[config.mk]
export PLATFORM = sky130hd
export DESIGN_NAME = dds_synth
export DESIGN_NICKNAME = d
export VERILOG_FILES = /design/src/rtl/dds_synth_pkg.sv /design/src/rtl/spi_frame_shifter.sv /design/src/rtl/command_decoder.sv /design/src/rtl/dds_channel_bank.sv /design/src/rtl/dds_synth.sv
export VERILOG_INCLUDE_DIRS = /design/src /design/src/rtl
export SDC_FILE = /design/constraint.sdc
export NUM_CORES = 1
export LEC_CHECK = 0
export BUFFER_PORTS_ARGS = -buffer_cell sky130_fd_sc_hd__buf_2
export CAP_MARGIN = 40
export CORE_ASPECT_RATIO = 0.8
export CORE_UTILIZATION = 55
export CTS_BUF_LIST = sky130_fd_sc_hd__clkbuf_4
export DETAILED_ROUTE_END_ITERATION = 12
export PLACE_DENSITY = 0.79
export SYNTH_ARGS = -nofsm -noshare
export SYNTH_HDL_FRONTEND = slang
export SYNTH_HIERARCHICAL = 1
export SYNTH_SLANG_ARGS = --single-unit
[constraint.sdc]
create_clock -name spi_clock -period 10.5 [get_ports spi_clock]
set_clock_uncertainty 0.1 [all_clocks]
set_input_delay 1.05 -clock spi_clock [delete_from_list [all_inputs] [get_ports spi_clock]]
set_output_delay 1.05 -clock spi_clock [all_outputs]
set_load 0.05 [all_outputs]
[src/rtl/dds_synth_settings.svh]
`ifndef DDS_SYNTH_SETTINGS_SVH
`define DDS_SYNTH_SETTINGS_SVH

// frame lengths in bytes
`define FRAME_BYTES 15
`define SET_FREQ_BYTES 13
`define ENABLE_BYTES 4

// device identity, reported by get id and get config
`define DEVICE_ID 8'h01
`define DEVICE_TYPE 16'd6

`define MCLK_HZ 64'd270000000 // master clock of the synthesizer
`define MAX_MV 16'd3300

`define NUM_CHANNELS 4

`endif

[src/rtl/dds_synth_pkg.sv]
`default_nettype none

`include "dds_synth_settings.svh"

package dds_synth_pkg;

    // one-byte queries, answered in the next frame
    typedef enum logic [7:0] {
        get_id     = 8'd0,
        get_config = 8'd1,
        get_status = 8'd2
    } query_op_e;

    // sub-opcodes after the group byte
    typedef enum logic [7:0] {
        set_frequency = 8'd2,
        enable_output = 8'd5
    } dds_op_e;

    localparam logic [7:0] DDS_GROUP = 8'd3;

    typedef struct packed {
        logic [`FRAME_BYTES*8-1:0] data; // last bit received in bit 0
        logic [7:0]                bit_count;
    } spi_frame_t;

    typedef struct packed {
        logic        cyc;
        logic        stb;
        logic        we;
        logic [2:0]  adr; // {enable select, channel}
        logic [31:0] dat;
    } wb_req_t;

    typedef struct packed {
        logic        ack;
        logic [31:0] dat;
    } wb_rsp_t;

endpackage

`default_nettype wire

[src/rtl/spi_frame_shifter.sv]
`default_nettype none

`include "dds_synth_settings.svh"

module spi_frame_shifter (
    input  logic                       spi_clock,
    input  logic                       nreset,
    input  logic                       sck,
    input  logic                       ncs,
    input  logic                       mosi,
    output logic                       miso,
    input  logic [`FRAME_BYTES*8-1:0]  response,
    input  logic                       load_response,
    output dds_synth_pkg::spi_frame_t  frame,
    output logic                       frame_done
);
    localparam int FRAME_BITS = `FRAME_BYTES * 8;

    logic [1:0]            sck_sync;
    logic [1:0]            ncs_sync;
    logic [1:0]            mosi_sync;
    logic                  sck_prev;
    logic                  ncs_prev;
    logic                  sck_rise;
    logic                  sck_fall;
    logic                  ncs_rise;
    logic [7:0]            bit_count;
    logic [7:0]            last_count;
    logic [FRAME_BITS-1:0] rx_shift;
    logic [FRAME_BITS-1:0] tx_shift;

    always_ff @(posedge spi_clock) begin
        if (!nreset) begin
            sck_sync  <= 2'b00;
            ncs_sync  <= 2'b11; // bus idles deselected
            mosi_sync <= 2'b00;
            sck_prev  <= 1'b0;
            ncs_prev  <= 1'b1;
        end else begin
            sck_sync  <= {sck_sync[0], sck};
            ncs_sync  <= {ncs_sync[0], ncs};
            mosi_sync <= {mosi_sync[0], mosi};
            sck_prev  <= sck_sync[1];
            ncs_prev  <= ncs_sync[1];
        end
    end

    // sck edges count only inside a frame
    assign sck_rise = sck_sync[1] & ~sck_prev & ~ncs_sync[1];
    assign sck_fall = ~sck_sync[1] & sck_prev & ~ncs_sync[1];
    assign ncs_rise = ncs_sync[1] & ~ncs_prev;

    always_ff @(posedge spi_clock) begin
        if (!nreset) begin
            bit_count  <= '0;
            last_count <= '0;
            frame_done <= 1'b0;
        end else begin
            frame_done <= ncs_rise;
            if (ncs_rise) begin
                last_count <= bit_count; // held for the decoder
                bit_count  <= '0;
            end else if (sck_rise) begin
                bit_count <= bit_count + 8'd1;
            end
        end
    end

    always_ff @(posedge spi_clock) begin
        if (sck_rise) begin
            rx_shift <= {rx_shift[FRAME_BITS-2:0], mosi_sync[1]};
        end
    end

    always_ff @(posedge spi_clock) begin
        if (!nreset) begin
            tx_shift <= '0;
        end else if (load_response) begin
            tx_shift <= response;
        end else if (sck_fall) begin
            tx_shift <= {tx_shift[FRAME_BITS-2:0], 1'b0}; // mode 0, next bit after falling sck
        end
    end

    assign miso  = tx_shift[FRAME_BITS-1] & ~ncs_sync[1];
    assign frame = '{data: rx_shift, bit_count: last_count};

endmodule

`default_nettype wire

[src/rtl/command_decoder.sv]
`default_nettype none

`include "dds_synth_settings.svh"

module command_decoder (
    input  logic                       spi_clock,
    input  logic                       nreset,
    input  dds_synth_pkg::spi_frame_t  frame,
    input  logic                       frame_done,
    output logic [`FRAME_BYTES*8-1:0]  response,
    output logic                       load_response,
    output dds_synth_pkg::wb_req_t     wb_req,
    input  dds_synth_pkg::wb_rsp_t     wb_rsp
);
    localparam int RESP_BITS     = `FRAME_BYTES * 8;
    localparam int QUERY_BITS    = 8;
    localparam int SET_FREQ_BITS = `SET_FREQ_BYTES * 8;
    localparam int ENABLE_BITS   = `ENABLE_BYTES * 8;

    localparam logic [15:0] LEVEL_METER_TYPE = 16'h0000;
    localparam logic [7:0]  MAX_ATTENUATOR   = 8'h00;

    typedef enum logic [1:0] {idle, write, read, respond} state_e;

    function automatic logic [15:0] le16(input logic [15:0] value);
        return {value[7:0], value[15:8]};
    endfunction

    function automatic logic [63:0] le64(input logic [63:0] value);
        logic [63:0] swapped;
        for (int i = 0; i < 8; i++) begin
            swapped[63-8*i -: 8] = value[8*i +: 8];
        end
        return swapped;
    endfunction

    localparam logic [RESP_BITS-1:0] CONFIG_RESPONSE = {
        le16(`DEVICE_TYPE), le16(LEVEL_METER_TYPE), le64(`MCLK_HZ), le16(`MAX_MV), MAX_ATTENUATOR
    };

    state_e                 state;
    logic                   wb_active;
    logic                   wb_we;
    logic [2:0]             wb_adr;
    logic [31:0]            wb_dat;
    logic                   freq_cmd;
    logic                   enable_cmd;
    logic                   status_query;
    logic [31:0]            tuning_code;
    logic [RESP_BITS-1:0]   query_response;

    assign freq_cmd = frame.bit_count == 8'(SET_FREQ_BITS)
        && frame.data[SET_FREQ_BITS-1 -: 8] == dds_synth_pkg::DDS_GROUP
        && frame.data[SET_FREQ_BITS-9 -: 8] == dds_synth_pkg::set_frequency;
    assign enable_cmd = frame.bit_count == 8'(ENABLE_BITS)
        && frame.data[ENABLE_BITS-1 -: 8] == dds_synth_pkg::DDS_GROUP
        && frame.data[ENABLE_BITS-9 -: 8] == dds_synth_pkg::enable_output;
    assign status_query = frame.bit_count == 8'(QUERY_BITS)
        && frame.data[7:0] == dds_synth_pkg::get_status;

    // code bytes arrive least significant first
    assign tuning_code = {frame.data[55:48], frame.data[63:56], frame.data[71:64], frame.data[79:72]};

    always_comb begin
        query_response = '0;
        if (frame.bit_count == 8'(QUERY_BITS)) begin
            case (dds_synth_pkg::query_op_e'(frame.data[7:0]))
                dds_synth_pkg::get_id:     query_response = {`DEVICE_ID, {(RESP_BITS-8){1'b0}}};
                dds_synth_pkg::get_config: query_response = CONFIG_RESPONSE;
                default:                   query_response = '0; // status comes from the bank
            endcase
        end
    end

    always_ff @(posedge spi_clock) begin
        if (!nreset) begin
            state         <= idle;
            wb_active     <= 1'b0;
            load_response <= 1'b0;
        end else begin
            load_response <= 1'b0;
            case (state)
                idle: begin
                    if (frame_done) begin
                        if (freq_cmd || enable_cmd) begin
                            wb_active <= 1'b1;
                            state     <= write;
                        end else if (status_query) begin
                            wb_active <= 1'b1;
                            state     <= read;
                        end else begin
                            state <= respond;
                        end
                    end
                end
                write, read: begin
                    if (wb_rsp.ack) begin
                        wb_active <= 1'b0;
                        state     <= respond;
                    end
                end
                default: begin
                    load_response <= 1'b1;
                    state         <= idle;
                end
            endcase
        end
    end

    always_ff @(posedge spi_clock) begin
        if (state == idle && frame_done) begin
            wb_we    <= ~status_query;
            wb_adr   <= freq_cmd ? {1'b0, frame.data[81:80]} : {1'b1, frame.data[9:8]};
            wb_dat   <= freq_cmd ? tuning_code : {31'b0, frame.data[7:0] != 8'h00};
            response <= query_response;
        end else if (state == read && wb_rsp.ack) begin
            response <= {wb_rsp.dat[7:0], {(RESP_BITS-8){1'b0}}}; // enable mask
        end
    end

    assign wb_req = '{cyc: wb_active, stb: wb_active, we: wb_we, adr: wb_adr, dat: wb_dat};

endmodule

`default_nettype wire

[src/rtl/dds_channel_bank.sv]
`default_nettype none

`include "dds_synth_settings.svh"

module dds_channel_bank (
    input  logic                    spi_clock,
    input  logic                    nreset,
    input  dds_synth_pkg::wb_req_t  wb_req,
    output dds_synth_pkg::wb_rsp_t  wb_rsp,
    output logic [3:0]              out
);
    logic [31:0]              code [`NUM_CHANNELS];
    logic [31:0]              phase [`NUM_CHANNELS];
    logic [`NUM_CHANNELS-1:0] enable;
    logic                     ack;
    logic [31:0]              rd_data;
    logic                     access;
    logic [1:0]               channel;
    logic                     sel_enable;

    // one ack per request, even if stb stays high
    assign access     = wb_req.cyc & wb_req.stb & ~ack;
    assign channel    = wb_req.adr[1:0];
    assign sel_enable = wb_req.adr[2];

    always_ff @(posedge spi_clock) begin
        if (!nreset) begin
            ack    <= 1'b0;
            enable <= '0;
            for (int i = 0; i < `NUM_CHANNELS; i++) begin
                code[i] <= '0;
            end
        end else begin
            ack <= access;
            if (access && wb_req.we) begin
                if (sel_enable) begin
                    enable[channel] <= wb_req.dat[0];
                end else begin
                    code[channel] <= wb_req.dat;
                end
            end
        end
    end

    always_ff @(posedge spi_clock) begin
        if (access) begin
            rd_data <= sel_enable ? {{(32-`NUM_CHANNELS){1'b0}}, enable} : code[channel];
        end
    end

    assign wb_rsp = '{ack: ack, dat: rd_data};

    for (genvar i = 0; i < `NUM_CHANNELS; i++) begin : g_channel
        always_ff @(posedge spi_clock) begin
            if (!nreset) begin
                phase[i] <= '0;
            end else if (!enable[i]) begin
                phase[i] <= '0; // parked at zero while off
            end else begin
                phase[i] <= phase[i] + code[i];
            end
        end

        assign out[i] = phase[i][31];
    end

endmodule

`default_nettype wire

[src/rtl/dds_synth.sv]
`default_nettype none

`include "dds_synth_settings.svh"

module dds_synth (
    input  logic       spi_clock,
    input  logic       nreset,
    input  logic       sck,
    input  logic       ncs,
    input  logic       mosi,
    output logic       miso,
    output logic [3:0] out
);
    dds_synth_pkg::spi_frame_t       frame;
    logic                            frame_done;
    logic [`FRAME_BYTES*8-1:0]       response;
    logic                            load_response;
    dds_synth_pkg::wb_req_t          wb_req;
    dds_synth_pkg::wb_rsp_t          wb_rsp;

    spi_frame_shifter shifter (
        .spi_clock     (spi_clock),
        .nreset        (nreset),
        .sck           (sck),
        .ncs           (ncs),
        .mosi          (mosi),
        .miso          (miso),
        .response      (response),
        .load_response (load_response),
        .frame         (frame),
        .frame_done    (frame_done)
    );

    command_decoder decoder (
        .spi_clock     (spi_clock),
        .nreset        (nreset),
        .frame         (frame),
        .frame_done    (frame_done),
        .response      (response),
        .load_response (load_response),
        .wb_req        (wb_req),
        .wb_rsp        (wb_rsp)
    );

    dds_channel_bank bank (
        .spi_clock (spi_clock),
        .nreset    (nreset),
        .wb_req    (wb_req),
        .wb_rsp    (wb_rsp),
        .out       (out)
    );

endmodule

`default_nettype wire

==> flow_summary_export.csv <==
group,metric,value,unit
route,wl_met2,26800,um
clock_tree,cts_setup_buffers,0,
sta,drv_slew,0,
sta,layout_min_cycle_time,3340,ps
sta,hold_violations,0,
route,routed_wl,60900,um
logic_synthesis,syn_area,28900,um^2
global_routing,grtUsageTotal,0.225,
route,highest_layer,"met5",
route,viasPerCell,5.65,
placement,port-buffer-count,9,
sta,tightest_slew,900,ps
sta,slew_headroom,0.400,
logic_synthesis,ys_warn_count,6,
layout,area_growth,7.79,%
sta,finalCritPeriodShare,0.318,
layout,layout-drive-gt1-share,0.108,
die,core,51500,um^2
clock_tree,ctsRootBufferMaster,"clkbuf_4",
critical_path,start_kind,"flop",
route,ant_nets,0,
clock_tree,cts_buffers,144,
die,die_w,258,um
clock_tree,cts_tree,"done",
clock_tree,clk_pin_slew_worst_paths,70,ps
power_and_ir_drop,p_leak,0.0122,uW
global_routing,grt_antenna_before_repair,6,
die,boundaryPins,10,
critical_path,path_class,"reg2reg",
global_routing,gr-total-overflow,0,
global_routing,grt_pass1_wl,97200,um
sta,max_freq,0.299,GHz
die,start_util,0.562,
route,firstDrtPassIters,8,
global_routing,grt_max_degree,99,
sta,finalSetupTns,0,ps
clock_tree,clock_path_buffers,3,
layout,final_cell_mix,"edfxtp_1 (413), nand2_1 (347), conb_1 (221)",
die,die_height,207,um
route,wl_met3,4900,um
critical_path,cp-end-kind,"flop",
route,num_vias,20600,
die,rows,74,
die,dieArea,53500,um^2
clock_tree,cts.htree.levels,4,
logic_synthesis,synthCells,2733,
layout,layout_commonest_cell,"edfxtp_1",
global_routing,grt_pass1_vias,19200,
clock_tree,cts_resized,0,
route,drt_iter0_drc,1929,
clock_tree,numClockSinks,567,
sta,rsz0062_at_grt,"false",
logic_synthesis,avgSynthCellArea,10.6,um^2
route,met1Wirelength,28100,um
clock_tree,clock_latency,890,ps
route,route.detailed.drc,0,
power_and_ir_drop,ir_drop,0.100,mV
power_and_ir_drop,power_density,152,nW/um^2
route,routedWlPerCell,16.7,um
placement,hpwl,40500,um
sta,hold_ws,282,ps
critical_path,critPathRequiredTime,11010,ps
hold_path,hold_path.class,"in2reg",
critical_path,arrival,3850,ps
critical_path,crit_fanout,4,
sta,finalSetupViolCount,0,
placement,gp_congestion,0.900,
layout,final_nets,2993,
layout,fill_cells,4158,
clock_tree,holdBufCountCts,0,
job,maxCapViolCount,0,
status,status,"completed",
==> power by group <==
group          total (uW)  switching, uW  internal, uW
Clock                1860            914           948
Combinational         369            229           140
Sequential           2500           43.1          2460
Total                4730           1190          3550
==> metal layers <==
metal,track usage,vias to the layer above
met2,0.329,670
li1,-,10000
met5,0,-
met3,0.0605,125
met4,0.0718,2
met1,0.325,9793
==> cell type report <==
cell class | count | area, um^2 | share of cell area
sequential | 567 | 15500 | 0.497
multi-input combinational | 2070 | 12500 | 0.402
clock buffer | 196 | 1470 | 0.0472
tap | 684 | 856 | 0.0275
clock inverter | 58 | 337 | 0.0108
timing repair buffer | 32 | 315 | 0.0101
inverter | 41 | 161 | 0.00518
antenna | 4 | 10.0 | 0.000321
==> registers in the layout (all words and copies together) (netlist names), 2 cells and up <==
register            cells
decoder/response        9
shifter/rx_shift      104
decoder/wb_dat         32
shifter/ncs_sync        2
bank/rd_data            8
bank/phase            128
bank/code             128
shifter/sck_sync        2
decoder/state           2
shifter/bit_count       8
shifter/mosi_sync       2
shifter/last_count      8
shifter/tx_shift      120
decoder/wb_adr          3
bank/enable             4
==> critical path, cell delays in order (launching register included) <==
cell,delay [ps]
edfxtp_1,400
ha_1,230
fa_1,440
a211oi_2,290
o21bai_1,130
a21oi_1,440
o211ai_1,250
a21bo_2,280
a41oi_1,260
xor2_1,190
nor2_1,60
==> worst paths after layout <==
kind | start | cells after the start | slack [ps] | end
hold reg to reg | shifter/ncs_sync[0] | 1 | 310 | shifter/ncs_sync[1]
hold / removal | ncs | 2 | 280 | shifter/ncs_sync[0]
setup reg to reg | bank/code[3][0] | 10 | 7160 | bank/phase[1][58]
setup / recovery | bank/code[3][0] | 10 | 7160 | bank/phase[1][58]
==> metrics by stage <==
stage                     instances   util  setup slack (ps)  total power, uW  instance area (um^2)
after floorplan                2952      -              1470             2860                 29700
after global placement         3387  0.567              7200             2890                 29200
after detailed placement       3394  0.570              7230             2910                 29400
after CTS                      3648  0.605              7190             4770                 31200
after global routing           3652  0.606              6980             4950                 31200
final                          3652  0.606              7160             4730                 31200
Note: power is estimated with default switching activity, not from simulation.
